### src/include/tunnel_defs.svh
`ifndef TUNNEL_DEFS_SVH
`define TUNNEL_DEFS_SVH

// Local channels sharing one link
`define TUNNEL_NUM_CHAN 3

// Channel payload width
`define TUNNEL_DATA_W 16

// Receive buffer depth per channel on the far side, also the starting credit
`define TUNNEL_CREDITS 4

// Two-entry hop buffers in each link direction
`define TUNNEL_NUM_HOPS 2

`endif
### src/logic/tunnel_pkg.sv
`include "tunnel_defs.svh"

package tunnel_pkg;

  typedef logic [1:0]                chan_id_t;
  typedef logic [`TUNNEL_DATA_W-1:0] payload_t;
  typedef logic [2:0]                credit_cnt_t;  // 0 to TUNNEL_CREDITS

  localparam logic KIND_DATA   = 1'b0;
  localparam logic KIND_CREDIT = 1'b1;

  // One word on the serial link
  typedef struct packed {
    logic     kind;
    chan_id_t chan;
    payload_t payload;  // Credit count sits in the low bits for credit words
  } link_word_t;

  function automatic link_word_t make_data_word(input chan_id_t chan, input payload_t data);
    return '{kind: KIND_DATA, chan: chan, payload: data};
  endfunction

  function automatic link_word_t make_credit_word(input chan_id_t chan, input credit_cnt_t cnt);
    return '{kind: KIND_CREDIT, chan: chan, payload: payload_t'(cnt)};
  endfunction

  function automatic credit_cnt_t credit_of(input link_word_t word);
    return word.payload[$bits(credit_cnt_t)-1:0];
  endfunction

endpackage

### src/logic/tunnel_top.sv
`timescale 1ns/1ns

`include "tunnel_defs.svh"

module tunnel_top
  import tunnel_pkg::*;
#(
  parameter int NUM_CHAN = `TUNNEL_NUM_CHAN
)
(
  input  logic                    core_clk_i,
  input  logic                    arst_n_i,

  input  logic     [NUM_CHAN-1:0] ch_v_i,
  input  payload_t [NUM_CHAN-1:0] ch_data_i,
  output logic     [NUM_CHAN-1:0] ch_ready_o,

  output logic     [NUM_CHAN-1:0] ch_v_o,
  output payload_t [NUM_CHAN-1:0] ch_data_o,
  input  logic     [NUM_CHAN-1:0] ch_ready_i,

  output logic                    link_v_o,
  output link_word_t              link_data_o,
  input  logic                    link_ready_i,

  input  logic                    link_v_i,
  input  link_word_t              link_data_i,
  output logic                    link_ready_o
);

  logic     [NUM_CHAN-1:0] buf_v;
  payload_t [NUM_CHAN-1:0] buf_data;
  logic     [NUM_CHAN-1:0] buf_yumi;

  logic                    mux_v, mux_ready;
  link_word_t              mux_data;
  logic                    dmx_v, dmx_ready;
  link_word_t              dmx_data;

  logic     [NUM_CHAN-1:0] freed;
  logic                    credit_v;
  chan_id_t                credit_chan;
  credit_cnt_t             credit_cnt;

  for (genvar k = 0; k < NUM_CHAN; k++)
  begin : in_buf
    two_fifo #(.payload_t_type(payload_t)) fifo_inst
    (
      .core_clk_i, .arst_n_i,
      .v_i(ch_v_i[k]), .data_i(ch_data_i[k]), .ready_o(ch_ready_o[k]),
      .v_o(buf_v[k]), .data_o(buf_data[k]), .yumi_i(buf_yumi[k])
    );
  end

  tunnel_mux #(.NUM_CHAN(NUM_CHAN)) mux_inst
  (
    .core_clk_i, .arst_n_i,
    .in_v_i(buf_v), .in_data_i(buf_data), .in_yumi_o(buf_yumi),
    .freed_i(freed), .credit_v_i(credit_v), .credit_chan_i(credit_chan),
    .credit_cnt_i(credit_cnt),
    .link_v_o(mux_v), .link_data_o(mux_data), .link_ready_i(mux_ready)
  );

  hop_pipe #(.NUM_HOPS(`TUNNEL_NUM_HOPS)) hop_out
  (
    .core_clk_i, .arst_n_i,
    .v_i(mux_v), .data_i(mux_data), .ready_o(mux_ready),
    .v_o(link_v_o), .data_o(link_data_o), .ready_i(link_ready_i)
  );

  hop_pipe #(.NUM_HOPS(`TUNNEL_NUM_HOPS)) hop_in
  (
    .core_clk_i, .arst_n_i,
    .v_i(link_v_i), .data_i(link_data_i), .ready_o(link_ready_o),
    .v_o(dmx_v), .data_o(dmx_data), .ready_i(dmx_ready)
  );

  tunnel_demux #(.NUM_CHAN(NUM_CHAN)) demux_inst
  (
    .core_clk_i, .arst_n_i,
    .link_v_i(dmx_v), .link_data_i(dmx_data), .link_ready_o(dmx_ready),
    .ch_v_o, .ch_data_o, .ch_ready_i,
    .freed_o(freed), .credit_v_o(credit_v), .credit_chan_o(credit_chan),
    .credit_cnt_o(credit_cnt)
  );

endmodule

### src/logic/tunnel_demux.sv
`timescale 1ns/1ns

`include "tunnel_defs.svh"

module tunnel_demux
  import tunnel_pkg::*;
#(
  parameter int NUM_CHAN = `TUNNEL_NUM_CHAN
)
(
  input  logic                    core_clk_i,
  input  logic                    arst_n_i,

  input  logic                    link_v_i,
  input  link_word_t              link_data_i,
  output logic                    link_ready_o,

  output logic     [NUM_CHAN-1:0] ch_v_o,
  output payload_t [NUM_CHAN-1:0] ch_data_o,
  input  logic     [NUM_CHAN-1:0] ch_ready_i,

  output logic     [NUM_CHAN-1:0] freed_o,
  output logic                    credit_v_o,
  output chan_id_t                credit_chan_o,
  output credit_cnt_t             credit_cnt_o
);

  localparam int DEPTH = `TUNNEL_CREDITS;
  localparam int PTR_W = $clog2(DEPTH);

  logic        credit_v_r;
  chan_id_t    credit_chan_r;
  credit_cnt_t credit_cnt_r;
  logic        is_data;

  // Sender never overruns a buffer, so no back-pressure here
  assign link_ready_o = 1'b1;
  assign is_data      = link_v_i & (link_data_i.kind == KIND_DATA);

  for (genvar k = 0; k < NUM_CHAN; k++)
  begin : rx
    payload_t         mem_r [DEPTH];
    logic [PTR_W-1:0] wr_ptr_r;
    logic [PTR_W-1:0] rd_ptr_r;
    logic [PTR_W:0]   cnt_r;
    logic             wr;
    logic             rd;

    assign wr = is_data & (link_data_i.chan == chan_id_t'(k));
    assign rd = ch_v_o[k] & ch_ready_i[k];

    assign ch_v_o[k]    = (cnt_r != '0);
    assign ch_data_o[k] = mem_r[rd_ptr_r];
    assign freed_o[k]   = rd;           // One slot back to the far sender

    always_ff @(posedge core_clk_i or negedge arst_n_i)
    begin
      if (!arst_n_i)
      begin
        wr_ptr_r <= '0;
        rd_ptr_r <= '0;
        cnt_r    <= '0;
      end
      else
      begin
        if (wr)
          wr_ptr_r <= wr_ptr_r + 1'b1;
        if (rd)
          rd_ptr_r <= rd_ptr_r + 1'b1;
        cnt_r <= cnt_r + {{PTR_W{1'b0}}, wr} - {{PTR_W{1'b0}}, rd};
      end
    end

    always_ff @(posedge core_clk_i)
    begin
      if (wr)
        mem_r[wr_ptr_r] <= link_data_i.payload;
    end
  end

  // Credit words are reported for one cycle and never buffered
  always_ff @(posedge core_clk_i or negedge arst_n_i)
  begin
    if (!arst_n_i)
      credit_v_r <= 1'b0;
    else
      credit_v_r <= link_v_i & (link_data_i.kind == KIND_CREDIT);
  end

  always_ff @(posedge core_clk_i)
  begin
    if (link_v_i)
    begin
      credit_chan_r <= link_data_i.chan;
      credit_cnt_r  <= credit_of(link_data_i);
    end
  end

  assign credit_v_o    = credit_v_r;
  assign credit_chan_o = credit_chan_r;
  assign credit_cnt_o  = credit_cnt_r;

endmodule

### src/logic/tunnel_mux.sv
`timescale 1ns/1ns

`include "tunnel_defs.svh"

module tunnel_mux
  import tunnel_pkg::*;
#(
  parameter int NUM_CHAN = `TUNNEL_NUM_CHAN
)
(
  input  logic                    core_clk_i,
  input  logic                    arst_n_i,

  input  logic     [NUM_CHAN-1:0] in_v_i,
  input  payload_t [NUM_CHAN-1:0] in_data_i,
  output logic     [NUM_CHAN-1:0] in_yumi_o,

  input  logic     [NUM_CHAN-1:0] freed_i,
  input  logic                    credit_v_i,
  input  chan_id_t                credit_chan_i,
  input  credit_cnt_t             credit_cnt_i,

  output logic                    link_v_o,
  output link_word_t              link_data_o,
  input  logic                    link_ready_i
);

  credit_cnt_t         remote_cred [NUM_CHAN];
  credit_cnt_t         pend_cnt    [NUM_CHAN];
  logic [NUM_CHAN-1:0] has_cred;
  logic [NUM_CHAN-1:0] has_pend;

  logic       out_v_r;
  link_word_t out_data_r;
  chan_id_t   data_last_r;
  chan_id_t   cred_last_r;
  int         data_pick;
  int         cred_pick;
  logic       data_found, cred_found;
  chan_id_t   data_chan, cred_chan;
  logic       slot_free, send_data, send_cred;

  // First requester after the last winner, -1 when none
  function automatic int rr_pick(input logic [NUM_CHAN-1:0] req, input chan_id_t last);
    int idx;
    int pick;
    pick = -1;
    for (int k = NUM_CHAN; k >= 1; k--)
    begin
      idx = (int'(last) + k) % NUM_CHAN;
      if (req[idx])
        pick = idx;
    end
    return pick;
  endfunction

  assign cred_pick  = rr_pick(has_pend, cred_last_r);
  assign data_pick  = rr_pick(in_v_i & has_cred, data_last_r);
  assign cred_found = (cred_pick >= 0);
  assign data_found = (data_pick >= 0);
  assign cred_chan  = chan_id_t'(cred_pick);
  assign data_chan  = chan_id_t'(data_pick);

  assign slot_free = ~out_v_r | link_ready_i;
  assign send_cred = slot_free & cred_found;                // Credit returns go first
  assign send_data = slot_free & ~cred_found & data_found;

  for (genvar k = 0; k < NUM_CHAN; k++)
  begin : chan
    credit_cnt_t cred_r;   // Free slots at the far receiver
    credit_cnt_t pend_r;   // Drained here, not yet reported
    credit_cnt_t inc;
    logic        take;
    logic        ret;

    assign take = send_data & (data_chan == chan_id_t'(k));
    assign ret  = send_cred & (cred_chan == chan_id_t'(k));
    assign inc  = (credit_v_i && credit_chan_i == chan_id_t'(k)) ? credit_cnt_i : '0;

    always_ff @(posedge core_clk_i or negedge arst_n_i)
    begin
      if (!arst_n_i)
      begin
        cred_r <= credit_cnt_t'(`TUNNEL_CREDITS);
        pend_r <= '0;
      end
      else
      begin
        cred_r <= cred_r + inc - credit_cnt_t'(take);
        pend_r <= (ret ? credit_cnt_t'(0) : pend_r) + credit_cnt_t'(freed_i[k]);
      end
    end

    assign in_yumi_o[k]   = take;
    assign remote_cred[k] = cred_r;
    assign pend_cnt[k]    = pend_r;
    assign has_cred[k]    = (cred_r != '0);
    assign has_pend[k]    = (pend_r != '0);
  end

  always_ff @(posedge core_clk_i or negedge arst_n_i)
  begin
    if (!arst_n_i)
    begin
      out_v_r     <= 1'b0;
      data_last_r <= chan_id_t'(NUM_CHAN-1);
      cred_last_r <= chan_id_t'(NUM_CHAN-1);
    end
    else
    begin
      if (slot_free)
        out_v_r <= send_cred | send_data;   // Held while the hop stalls
      if (send_data)
        data_last_r <= data_chan;
      if (send_cred)
        cred_last_r <= cred_chan;
    end
  end

  always_ff @(posedge core_clk_i)
  begin
    if (send_cred)
      out_data_r <= make_credit_word(cred_chan, pend_cnt[cred_chan]);
    else if (send_data)
      out_data_r <= make_data_word(data_chan, in_data_i[data_chan]);
  end

  assign link_v_o    = out_v_r;
  assign link_data_o = out_data_r;

endmodule

### src/logic/hop_pipe.sv
`timescale 1ns/1ns

`include "tunnel_defs.svh"

module hop_pipe
  import tunnel_pkg::*;
#(
  parameter int NUM_HOPS = `TUNNEL_NUM_HOPS
)
(
  input  logic       core_clk_i,
  input  logic       arst_n_i,

  input  logic       v_i,
  input  link_word_t data_i,
  output logic       ready_o,

  output logic       v_o,
  output link_word_t data_o,
  input  logic       ready_i
);

  // Index 0 is the input side, NUM_HOPS the output side
  logic       [NUM_HOPS:0] v_chain;
  logic       [NUM_HOPS:0] ready_chain;
  link_word_t              data_chain [NUM_HOPS+1];

  assign v_chain[0]            = v_i;
  assign data_chain[0]         = data_i;
  assign ready_o               = ready_chain[0];

  assign v_o                   = v_chain[NUM_HOPS];
  assign data_o                = data_chain[NUM_HOPS];
  assign ready_chain[NUM_HOPS] = ready_i;

  for (genvar h = 0; h < NUM_HOPS; h++)
  begin : hop
    two_fifo #(.payload_t_type(link_word_t)) fifo_inst
    (
      .core_clk_i (core_clk_i),
      .arst_n_i   (arst_n_i),
      .v_i        (v_chain[h]),
      .data_i     (data_chain[h]),
      .ready_o    (ready_chain[h]),
      .v_o        (v_chain[h+1]),
      .data_o     (data_chain[h+1]),
      .yumi_i     (v_chain[h+1] & ready_chain[h+1])  // Ready downstream becomes yumi
    );
  end

endmodule

### src/logic/two_fifo.sv
`timescale 1ns/1ns

module two_fifo
#(
  parameter type payload_t_type = logic
)
(
  input  logic          core_clk_i,
  input  logic          arst_n_i,

  input  logic          v_i,
  input  payload_t_type data_i,
  output logic          ready_o,

  output logic          v_o,
  output payload_t_type data_o,
  input  logic          yumi_i
);

  payload_t_type mem_r [2];
  logic          wr_ptr_r;
  logic          rd_ptr_r;
  logic          full_r;
  logic          empty_r;
  logic          enq;
  logic          deq;

  assign enq = v_i & ready_o;
  assign deq = yumi_i;         // Consumer only yums a valid word

  assign ready_o = ~full_r;
  assign v_o     = ~empty_r;
  assign data_o  = mem_r[rd_ptr_r];

  always_ff @(posedge core_clk_i or negedge arst_n_i)
  begin
    if (!arst_n_i)
    begin
      wr_ptr_r <= 1'b0;
      rd_ptr_r <= 1'b0;
      full_r   <= 1'b0;
      empty_r  <= 1'b1;
    end
    else
    begin
      if (enq)
        wr_ptr_r <= ~wr_ptr_r;
      if (deq)
        rd_ptr_r <= ~rd_ptr_r;
      if (enq & ~deq)
      begin
        empty_r <= 1'b0;
        full_r  <= ~empty_r;   // Second entry taken
      end
      else if (deq & ~enq)
      begin
        full_r  <= 1'b0;
        empty_r <= ~full_r;
      end
    end
  end

  always_ff @(posedge core_clk_i)
  begin
    if (enq)
      mem_r[wr_ptr_r] <= data_i;
  end

endmodule

### config.mk
export PLATFORM = sky130hd
export DESIGN_NAME = tunnel_top
export DESIGN_NICKNAME = d
export VERILOG_FILES = /design/src/logic/tunnel_pkg.sv /design/src/logic/tunnel_top.sv /design/src/logic/tunnel_demux.sv /design/src/logic/tunnel_mux.sv /design/src/logic/hop_pipe.sv /design/src/logic/two_fifo.sv
export VERILOG_INCLUDE_DIRS = /design/src /design/src/include
export SDC_FILE = /design/constraint.sdc
export NUM_CORES = 1
export LEC_CHECK = 0
export BUFFER_PORTS_ARGS = -buffer_cell sky130_fd_sc_hd__buf_2
export CAP_MARGIN = 20
export CORE_MARGIN = 2
export CORE_UTILIZATION = 60
export CTS_CLUSTER_DIAMETER = 60
export CTS_CLUSTER_SIZE = 16
export DETAILED_ROUTE_END_ITERATION = 10
export GPL_ROUTABILITY_DRIVEN = 1
export HOLD_SLACK_MARGIN = 0.1
export PLACE_DENSITY = 0.84
export SYNTH_ARGS = -nofsm -noshare
export SYNTH_HDL_FRONTEND = slang
export SYNTH_SLANG_ARGS = --single-unit
### constraint.sdc
create_clock -name core_clk_i -period 5.6 [get_ports core_clk_i]
set_input_delay 0.56 -clock core_clk_i [delete_from_list [all_inputs] [get_ports core_clk_i]]
set_output_delay 0.56 -clock core_clk_i [all_outputs]
set_load 0.03 [all_outputs]
Yosys cells after proc, flatten, opt, wreduce, memory -nomap -nowiden
Memories as Yosys holds them, arrays and structs flattened.
Index checks and enable logic that the tools add are counted.

storage, ports and cells
  bits in registers = 97
  latch bits = 0
  RAM bits = 440
  ROM bits = 0
  bits of input ports = 77
  word-level logic and storage cells = 308
  memories kept = 10

memories
  name                            depth  width  rd ports  clocked after memory_dff  write ports  RTL line            source
  demux_inst.rx[0].mem_r          4      16     1         0                         1            tunnel_demux.sv:42  payload_t mem_r [DEPTH];
  demux_inst.rx[1].mem_r          4      16     1         0                         1            tunnel_demux.sv:42
  demux_inst.rx[2].mem_r          4      16     1         0                         1            tunnel_demux.sv:42
  hop_in.hop[0].fifo_inst.mem_r   2      19     1         0                         1            two_fifo.sv:20      payload_t_type mem_r [2];
  hop_in.hop[1].fifo_inst.mem_r   2      19     1         0                         1            two_fifo.sv:20
  hop_out.hop[0].fifo_inst.mem_r  2      19     1         0                         1            two_fifo.sv:20
  4 more memories                 -      -      -         -                         -            -

cells by class
  $add $sub $neg = 27
  $mul = 0
  divide/modulo/power cells = 6
  magnitude comparators = 10
  equality and inequality tests = 8
  shift-type cells = 0
  multiplexer cells = 85
  bitwise gates (word level) = 85
  reduce and logical (&&, ||, !) cells = 24

operator list
  kind                                                                count
  < comparator 32 x 4 -> 1 bit, second input constant                 6
  remainder unit 32 x 3 -> 32 bit, second input constant              6
  2-to-1 mux 32 bit                                                   6
  greater-or-equal comparator 32 x 1 -> 1 bit, second input constant  2
  2-to-1 mux 1 bit                                                    60
  NOT 1 bit                                                           42
  AND 1 bit                                                           39
  2-to-1 mux 18 bit                                                   2
  binary-select mux 16 bit (select 2 bit)                             1
  nonzero test 3 bit                                                  9
  2-to-1 mux 3 bit                                                    8
  adder 3 x 1 -> 3 bit                                                6
  subtractor 3 x 1 -> 3 bit                                           6
  2-to-1 mux 16 bit                                                   1
  nonzero test 2 bit                                                  8
  adder 2 x 1 -> 2 bit, second input constant                         6
  adder 2 x 2 -> 3 bit, second input constant                         4
  binary-select mux 1 bit (select 2 bit)                              6
  adder 3 bit                                                         3
  == test 2 x 1 -> 1 bit, second input constant                       4
  == test 2 bit, second input constant                                4
  zero test 2 bit                                                     4
  adder 2 x 1 -> 3 bit, second input constant                         2
  binary-select mux 3 bit (select 2 bit)                              1
  other kinds (6)                                                     9

Longest topological paths before layout
Gate-level depths: netlist (run 1).

  depth in word-level cells = 16
  mapped depth = 21

Cells and area by module
Synthesis (run 1) repeated with hierarchy kept, for this count alone.

second synthesis, totals
  cells, all modules = 1269
  area total of the unflattened synthesis = 22805.6 um^2

modules (own cells, without submodules)
  module                                  instances  cells an instance  area each (um^2)  sequential area each (um^2)
  tunnel_demux                            1          366                8518.2            6466.2
  two_fifo (hop_in.hop[0].fifo_inst ...)  4          75                 1624.1            1242.4
  two_fifo (in_buf[0].fifo_inst ...)      3          66                 1381.3            1062.3
  tunnel_mux                              1          401                3622.2            1012.2
  hop_pipe                                2          2                  12.5              0.0

Worst setup path after synthesis (run 1)
Ideal clock, no wire load.

  kind = reg-to-reg
  start = reg mux_inst.data_last_r[1]
  end = reg mux_inst.chan[2].cred_r[2]
  setup time = 75 ps
  arrival = 3887 ps
  data required time = 5525 ps
  path slack = 1638 ps
  stages on the path, launching flop included = 20
  buffers on the path = 3
  clock period less this slack = 3962 ps
  cell sequence = dfstp_2 inv_1 ha_1 clkbuf_1 nor4_1 or3_4 mux2_4 mux2i_4 or2_1 buf_6 buf_12 nor2_8 ha_1 inv_1 ha_1 inv_1 fa_1 xor2_1 xnor2_1 xnor2_1

on the way
  cells in the longest elaborated chain, start to end = 12
  elaborated cells between the ends (all ways) = 23
  those cells by class = 4 x add/sub; 3 x div; 1 x order compare; 1 x eq/ne; 12 x mux; 2 x bitwise

RTL lines
  what                                                 RTL line           source
  start, declared                                      tunnel_mux.sv:35   chan_id_t data_last_r;
  start signal, assigned                               tunnel_mux.sv:106  data_last_r <= chan_id_t'(NUM_CHAN-1);
  start signal, assigned                               tunnel_mux.sv:114  data_last_r <= data_chan;
  adder 2 x 2 -> 3 bit                                 tunnel_mux.sv:50   idx = (int'(last) + k) % NUM_CHAN;
  remainder unit 32 x 3 -> 32 bit                      tunnel_mux.sv:50
  binary-select mux 1 bit (select 2 bit)               tunnel_mux.sv:51   if (req[idx])
  2-to-1 mux 1 bit (implied by the code) (2 in a row)  tunnel_mux.sv:51
  2-to-1 mux 32 bit (2 in a row)                       tunnel_mux.sv:51
  2-to-1 mux 32 bit *                                  tunnel_mux.sv:51
  greater-or-equal comparator 32 x 1 -> 1 bit          tunnel_mux.sv:60   assign data_found = (data_pick >= 0);
  AND 1 bit                                            tunnel_mux.sv:66   assign send_data = slot_free & ~cred_found & data_found;
  AND 1 bit *                                          tunnel_mux.sv:76   assign take = send_data & (data_chan == chan_id_t'(k));
  via in_buf[2].fifo_inst.yumi_i                       two_fifo.sv:17     input logic yumi_i
  subtractor 3 x 1 -> 3 bit *                          tunnel_mux.sv:89   cred_r <= cred_r + inc - credit_cnt_t'(take);
  end signal, assigned                                 tunnel_mux.sv:84   cred_r <= credit_cnt_t'(`TUNNEL_CREDITS);
  end signal, assigned                                 tunnel_mux.sv:89
  end, declared                                        tunnel_mux.sv:70   credit_cnt_t cred_r;

The timed path passes the listed nets; every way through them passes the cells marked *. The select of a mux whose other input is x is not followed.
A chain may end at the register's enable or synchronous reset.

Worst setup path after layout (run 1)
  start = reg mux_inst.data_last_r[1]
  end = reg mux_inst.chan[0].cred_r[2]

on the way
  cells in the longest elaborated chain, start to end = 12
  elaborated cells between the ends (all ways) = 23
  those cells by class = 4 x add/sub; 3 x div; 1 x order compare; 12 x mux; 2 x bitwise; 1 x reduce/logical

RTL lines
  what                                                 RTL line
  adder 2 x 2 -> 3 bit                                 tunnel_mux.sv:50
  remainder unit 32 x 3 -> 32 bit                      tunnel_mux.sv:50
  binary-select mux 1 bit (select 2 bit)               tunnel_mux.sv:51
  2-to-1 mux 1 bit (implied by the code) (2 in a row)  tunnel_mux.sv:51
  2-to-1 mux 32 bit (2 in a row)                       tunnel_mux.sv:51
  2-to-1 mux 32 bit *                                  tunnel_mux.sv:51
  greater-or-equal comparator 32 x 1 -> 1 bit          tunnel_mux.sv:60
  AND 1 bit                                            tunnel_mux.sv:66
  AND 1 bit *                                          tunnel_mux.sv:76
  via in_buf[0].fifo_inst.yumi_i                       two_fifo.sv:17
  subtractor 3 x 1 -> 3 bit *                          tunnel_mux.sv:89
  end signal, assigned                                 tunnel_mux.sv:84
  end signal, assigned                                 tunnel_mux.sv:89
  end, declared                                        tunnel_mux.sv:70

Marks and branches as above.

==> results of run 1 <==
worst max-delay path by stage:
stage | to | slack, ps | depth (start not counted)
3_5_place_dp | mux_inst.chan[1].cred_r[2]$_DFF_PN1_ | 910 | 16
6_report | mux_inst.chan[0].cred_r[2]$_DFF_PN1_ | 900 | 17
5_1_grt | mux_inst.chan[0].cred_r[2]$_DFF_PN1_ | 640 | 16
4_1_cts | mux_inst.chan[1].cred_r[2]$_DFF_PN1_ | 910 | 16
3_3_place_gp | mux_inst.chan[1].cred_r[2]$_DFF_PN1_ | 1080 | 16
2_1_floorplan | mux_inst.chan[2].cred_r[2]$_DFF_PN1_ | 1640 | 19
metal layers:
layer	up-vias	part of all wire, %	GRT usage (%)	wire (um)
met1	5422	42	29.2	16600
met2	376	50	35.3	19700
met3	72	5.9	3.07	2340
li1	4941	-	-	-
met5	-	0	0	0
met4	0	2.5	5.70	1010
worst max-delay path, cell delays in order (launching register included):
cell     delay [ps]
dfstp_2         610
inv_1           100
ha_1            440
nand2_1         150
nor3_1           60
or3_4           420
mux2_4          320
mux2i_4         180
or2_1           780
nor3_4          110
ha_1            330
inv_1            60
ha_1            130
inv_1            50
fa_1            370
xor2_1          160
xnor2_1         200
xnor2_1         140
registers in the layout (all words and copies together) (netlist names), 3 cells and up:
register and count:
demux_inst.rx.mem_r 192, in_buf.fifo_inst.mem_r 96, hop_in.hop.fifo_inst.mem_r 76, hop_out.hop.fifo_inst.mem_r 76, mux_inst.link_data_o 19, demux_inst.rx.cnt_r 9
mux_inst.chan.cred_r 9, mux_inst.chan.pend_r 9, demux_inst.rx.rd_ptr_r 6, demux_inst.rx.wr_ptr_r 6, demux_inst.credit_cnt_o 3, in_buf.fifo_inst.empty_r 3
in_buf.fifo_inst.full_r 3, in_buf.fifo_inst.rd_ptr_r 3, in_buf.fifo_inst.wr_ptr_r 3
cells by family after synthesis:
family / count (synthesis) / synth area share, %
flops: 537 / 71.9
mux: 174 / 11.4
simple gates: 165 / 4.36
compound gates: 123 / 4.06
buf+inv: 123 / 2.66
fa+ha+maj: 65 / 3.95
xor+xnor: 41 / 1.65
through the flow:
stage / total power, mW / cell area [um^2] / instances
after floorplan: 11.2 / 21700 / 1228
after global placement: 12.3 / 22800 / 1782
after detailed placement: 12.7 / 22800 / 1782
after CTS: 15.4 / 24000 / 1855
after global routing: 16.3 / 24100 / 1868
final: 15.5 / 24100 / 1868
power breakdown:
group / internal [mW] / total (mW) / switching, mW
logic: 2.28 / 6.05 / 3.76
registers: 5.97 / 6.70 / 0.728
clock network: 1.44 / 2.74 / 1.30
final cells by class:
cell class	count	area share, %
Timing Repair Buffer	166	3.95
Clock inverter	6	0.384
Sequential cell	537	64.8
Antenna cell	5	0.0518
Multi-Input combinational cell	568	22.9
Inverter	58	0.902
Clock buffer	67	4.65
Tap cell	461	2.39
placed cells by master (no fill, tap or decap), types with 5 or more instances in the layout:
master	Yosys	layout
edfxtp_1	450	450
buf_2	6	150
mux2_2	92	92
dfrtp_1	61	61
ha_1	59	59
inv_1	57	57
mux4_2	48	48
clkbuf_16	0	41
nand2_1	40	40
mux2i_1	31	31
o21ai_0	28	28
a21oi_1	27	27
and2_1	27	27
clkbuf_1	30	26
xnor2_1	24	24
nor2_1	19	19
nor2b_1	19	19
xor2_1	17	17
dfxtp_1	14	14
nor3_1	13	13
dfstp_2	12	12
o32ai_1	11	11
nand2b_1	10	10
buf_4	23	10
o31ai_1	9	9
or3_1	6	6
nand3_1	6	6
fa_1	6	6
diode_2	0	5
nor3_4	5	5
a211oi_1	5	5
a2111oi_2	5	5
==> impl_metrics.py, run 1 <==
metrics = {
    "detailed_routing": {
        "drc": 4,
        "post_drt_wl_per_cell_um": 21.3,
        "vias_per_cell": 5.79,
        "dr_total_vias": 10811,
        "totalWireLength_um": 39700,
        "antenna_left": 0,
        "dr.pass1.iters": 8,
        "first_iter_violations": 859,
    },
    "logic_synthesis": {
        "synth_seq_cells": 537,
        "syn_area_um2": 21700,
        "synth.largest_area_cell": "edfxtp_1",
        "netlist_top_cells_area": "edfxtp_1, dfrtp_1, mux4_2, mux2_2, ha_1",
        "synth_top_cell_area_share_pct": 62.2,
        "synth_warnings": 0,
        "synth_ff_type": "edfxtp_1",
        "synth-seq-area-share_pct": 71.9,
        "synth_common_cells": "edfxtp_1, mux2_2, dfrtp_1",
        "yosysUniqueCellTypes": 70,
        "synth_most_common_cell": "edfxtp_1",
        "syn_inst": 1228,
        "postSynthAreaPerCell_um2": 17.7,
        "synth_edf_count": 450,
        "ys_async_sr_fraction_pct": 13.6,
        "syn-num-nets": 1370,
    },
    "clock_network": {
        "tritoncts": "yes",
        "cts_buffers": 40,
        "clock_latency_ps": 550,
        "cts.repair.resized": 0,
        "post_cts_buffers": 0,
        "ctsRootBufferMaster": "clkbuf_16",
        "cts_hold_buf": 0,
        "cts_sinks": 537,
        "htreeDepth": 2,
        "clk_pin_slew_ps": 80,
        "clockBufferDepth": 3,
    },
    "floorplan": {
        "die_x_um": 194,
        "coreArea_um2": 35700,
        "die_h_um": 194,
        "initial_utilization_pct": 61.0,
        "num_io_pins": 152,
        "num_rows": 69,
        "dieArea_um2": 37800,
    },
    "sta": {
        "final-setup-viol-count": 0,
        "fmax_mhz": 213,
        "fin_hold_ws_ps": 197,
        "worst_pin_slew_ps": 1040,
        "final_max_slew_viol_count": 0,
        "finClkSkew_ps": 16.7,
        "rsz0062_at_grt": "false",
        "fin_setup_tns_ps": 0,
        "timing.final.ws_setup_ps": 901,
        "maxSlewHeadroom_pct": 30.7,
        "fin_crit_ps": 4700,
        "hold_violations": 0,
        "fin_crit_sh_pct": 83.9,
    },
    "layout": {
        "layout.nets": 1513,
        "layout-drive-gt1-share_pct": 27.5,
        "final_core_util_pct": 67.7,
        "area_growth_pct": 11.0,
        "filler_cell_count": 2265,
        "regArea_um2": 15600,
        "multi_input_area_um2": 5530,
    },
    "grt": {
        "grt_overflow": 0,
        "track_usage_pct": 21.0,
        "grt_max_degree": 74,
        "antenna_found_initial": 4,
        "grt_pass1_wl_um": 61300,
        "grt_pass1_vias": 11022,
    },
    "setup_path": {
        "r2r_end": "mux_inst.chan[0].cred_r[2]$_DFF_PN1_",
        "path_class": "flop to flop",
        "worst_setup_path_start_kind": "flop",
        "crit-reg2reg-launch": "mux_inst.data_last_r[1]$_DFFE_PN1P_",
        "reg2reg_slack_ps": 900,
        "worstPathArrival_ps": 5180,
        "worstPathRequired_ps": 6080,
        "critPathMaxFanout": 17,
        "cp-end-kind": "flop",
        "worstRegToRegCells": 17,
        "startpoint": "mux_inst.data_last_r[1]$_DFFE_PN1P_",
    },
    "run_status": {
        "violations": "design-rule violations",
        "outcome": "finished, violations left",
    },
    "placement": {
        "place_hpwl_um": 25500,
        "place_congestion": 0.833,
        "pre_cts_ws_ps": 911,
        "numPortBuffers": 151,
    },
    "power": {
        "power_leakage_nw": 8.75,
        "power.density_nw_per_um2": 642,
        "peakVddDrop_uv": 370,
    },
    "flow_run": {
        "max_cap_viol_count": 0,
    },
    "min_path": {
        "hold_path.class": "input pin to flop",
        "min_path_cells": 1,
        "holdPathEnd": "hop_in.hop[0].fifo_inst.mem_r[0][1]$_DFFE_PP_",
        "hp-start": "link_data_i[1]",
    },
}
(Power assumes the default switching activity.)
==> run 2, diff against run 1 <==
ABC_AREA = 1   (was default)
clock period = 4.5 ns   (was 5.6 ns; I/O delays follow)
==> impl_metrics.py, run 2 <==
metrics = {
    "run_status": {
        "outcome": "complete, no violations",
    },
    "clock_network": {
        "cts.repair.resized": 0,
        "clk_pin_slew_ps": 70,
        "cts_sinks": 537,
        "clock_latency_ps": 560,
        "tritoncts": "yes",
        "clockBufferDepth": 3,
        "ctsRootBufferMaster": "clkbuf_16",
        "cts_buffers": 42,
        "post_cts_buffers": 0,
        "cts_hold_buf": 60,
        "htreeDepth": 2,
    },
    "grt": {
        "track_usage_pct": 23.3,
        "grt_pass1_vias": 13561,
        "antenna_found_initial": 1,
        "grt_overflow": 0,
        "grt_pass1_wl_um": 70400,
        "grt_max_degree": 74,
    },
    "layout": {
        "layout.nets": 2081,
        "largest_registers": "demux_inst.rx.mem_r: 192 flops, in_buf.fifo_inst.mem_r: 96 flops",
        "regArea_um2": 15600,
        "filler_cell_count": 2342,
        "most-common-layout-cells": "edfxtp_1, nand2_1, nor2_1, buf_2, inv_1",
        "layout-drive-gt1-share_pct": 16.2,
        "final_common_cell": "edfxtp_1",
        "final_area_um2": 25100,
        "top_register": "demux_inst.rx.mem_r",
        "final_core_util_pct": 69.1,
        "largest_reg_flops": 192,
        "multi_input_area_um2": 5380,
        "area_growth_pct": 14.2,
    },
    "detailed_routing": {
        "dr_total_vias": 13545,
        "totalWireLength_um": 44500,
        "first_iter_violations": 1114,
        "drc": 0,
        "vias_per_cell": 5.55,
        "post_drt_wl_per_cell_um": 18.2,
        "dr.pass1.iters": 6,
        "antenna_left": 0,
    },
    "setup_path": {
        "crit-reg2reg-launch": "mux_inst.data_last_r[1]$_DFFE_PN1P_",
        "crit_slowest_cell": "dfstp_2",
        "critPathMaxFanout": 20,
        "cp-end-kind": "flop",
        "worstPathRequired_ps": 4970,
        "startpoint": "mux_inst.data_last_r[1]$_DFFE_PN1P_",
        "slowest_delay_ps": 580,
        "path_class": "flop to flop",
        "crit_top_cell": "inv_1",
        "path_cells": "inv_1, ha_1, inv_2, nand2_1, nand3_2, nand2_2, nand2_1, nand2_2, inv_2, nand2_1, inv_1, ha_1, inv_1, ha_1, inv_1, fa_1, xor2_1, xor2_1, inv_1",
        "worstPathArrival_ps": 4630,
        "worst_setup_path_start_kind": "flop",
    },
    "placement": {
        "place_congestion": 0.858,
        "numPortBuffers": 151,
        "place_hpwl_um": 27100,
        "post_dp_cell_area_um2": 23100,
    },
    "floorplan": {
        "coreArea_um2": 36300,
        "die_h_um": 195,
        "initial_utilization_pct": 60.5,
        "num_rows": 70,
        "die_x_um": 195,
        "num_io_pins": 152,
        "dieArea_um2": 38200,
    },
    "logic_synthesis": {
        "synth-seq-area-share_pct": 71.1,
        "synth_top_cell_area_share_pct": 61.5,
        "ys_async_sr_fraction_pct": 13.6,
        "synth_most_common_cell": "edfxtp_1",
        "syn_inst": 1728,
        "synth_edf_count": 450,
        "yosysUniqueCellTypes": 43,
        "synth.largest_area_cell": "edfxtp_1",
        "syn_area_um2": 22000,
        "synth_seq_cells": 537,
        "postSynthAreaPerCell_um2": 12.7,
        "synth_ff_type": "edfxtp_1",
        "synth_warnings": 0,
        "netlist_top_cells_area": "edfxtp_1, dfrtp_1, nand2_1, ha_1, nor2_1",
        "synth_common_cells": "edfxtp_1, nand2_1, nor2_1",
        "syn-num-nets": 1870,
    },
    "sta": {
        "fin_setup_tns_ps": 0,
        "fin_crit_sh_pct": 92.2,
        "hold_violations": 0,
        "fin_crit_ps": 4150,
        "finClkSkew_ps": 22.6,
        "fin_hold_ws_ps": 108,
        "rsz0062_at_grt": "false",
        "worst_pin_slew_ps": 967,
        "maxSlewHeadroom_pct": 35.4,
        "final-setup-viol-count": 0,
        "fmax_mhz": 241,
        "final_max_slew_viol_count": 0,
    },
    "min_path": {
        "hold_path.class": "input pin to flop",
        "hp-start": "ch_data_i[8]",
    },
    "flow_run": {
        "max_cap_viol_count": 0,
    },
}
## run 2: cell types whose count changed after synthesis, moves of 25 or more
cell / previous run / this run
a21oi_1: 27 / 2
nand2_1: 40 / 325
o22ai_1: 2 / 52
nor2_1: 19 / 190
mux2_2: 92 / 38
inv_1: 57 / 136
o21ai_0: 28 / 120
mux4_2: 48 / 0
and2_1: 27 / 0
nand3_1: 6 / 63
## run 2: final cells by class
type	instances	share of cell area, %
Tap cell	468	2.33
Inverter	145	2.17
Sequential cell	537	62.3
Timing Repair Buffer	247	6.61
Clock inverter	11	0.528
Multi-Input combinational cell	966	21.4
Antenna cell	1	0.00997
Clock buffer	66	4.63
## run 2: metrics by stage
stage                     setup WS (ps)  instances
after floorplan                    1200       1728
after global routing               84.0       2441
after detailed placement            417       2296
final                               350       2441
after CTS                           393       2433
after global placement              577       2296
## run 2: cells by family after synthesis
family | count (synthesis) | synth area share, %
buffers and inverters | 225 | 4.44
AO/OA/AOI/OAI | 195 | 4.92
multiplexers | 45 | 2.26
XOR/XNOR | 39 | 1.55
flip-flops | 537 | 71.1
AND/OR/NAND/NOR | 622 | 11.8
adder cells (fa/ha/maj) | 65 | 3.90
## run 2: critical path, delay by kind of cell, from the launching register on
| family | cells | cell delay, ps |
|---|---|---|
| xor+xnor | 2 | 340 |
| fa+ha+maj | 4 | 1170 |
| simple gates | 6 | 1390 |
| flops | 1 | 580 |
| buf+inv | 7 | 590 |
## run 2: path summary, 6_finish.rpt
| check | endpoint | cells after the start | slack, ps |
|---|---|---|---|
| max in group asynchronous | hop_out.hop[0].fifo_inst.empty_r$_DFFE_PN1P_ | 3 | 3620 |
| worst max-delay path | mux_inst.chan[1].cred_r[2]$_DFF_PN1_ | 19 | 350 |
| worst max register to register | mux_inst.chan[1].cred_r[2]$_DFF_PN1_ | 19 | 350 |
| worst min register to register | hop_in.hop[0].fifo_inst.empty_r$_DFFE_PN1P_ | 1 | 440 |
| min in group asynchronous | hop_in.hop[0].fifo_inst.wr_ptr_r$_DFFE_PN0P_ | 2 | 270 |
| worst min-delay path | in_buf[0].fifo_inst.mem_r[0][8]$_DFFE_PP_ | 1 | 110 |
## run 2: per-layer routing
layer  wire, um  GRT usage [%]
met1      18000           31.1
met2      22100           39.6
met3       2930           3.42
met4       1540           8.11
met5          0              0
Power of run 2 is not shown: default switching activity piles up to over one toggle a cycle in this logic, so the estimate is an artifact.
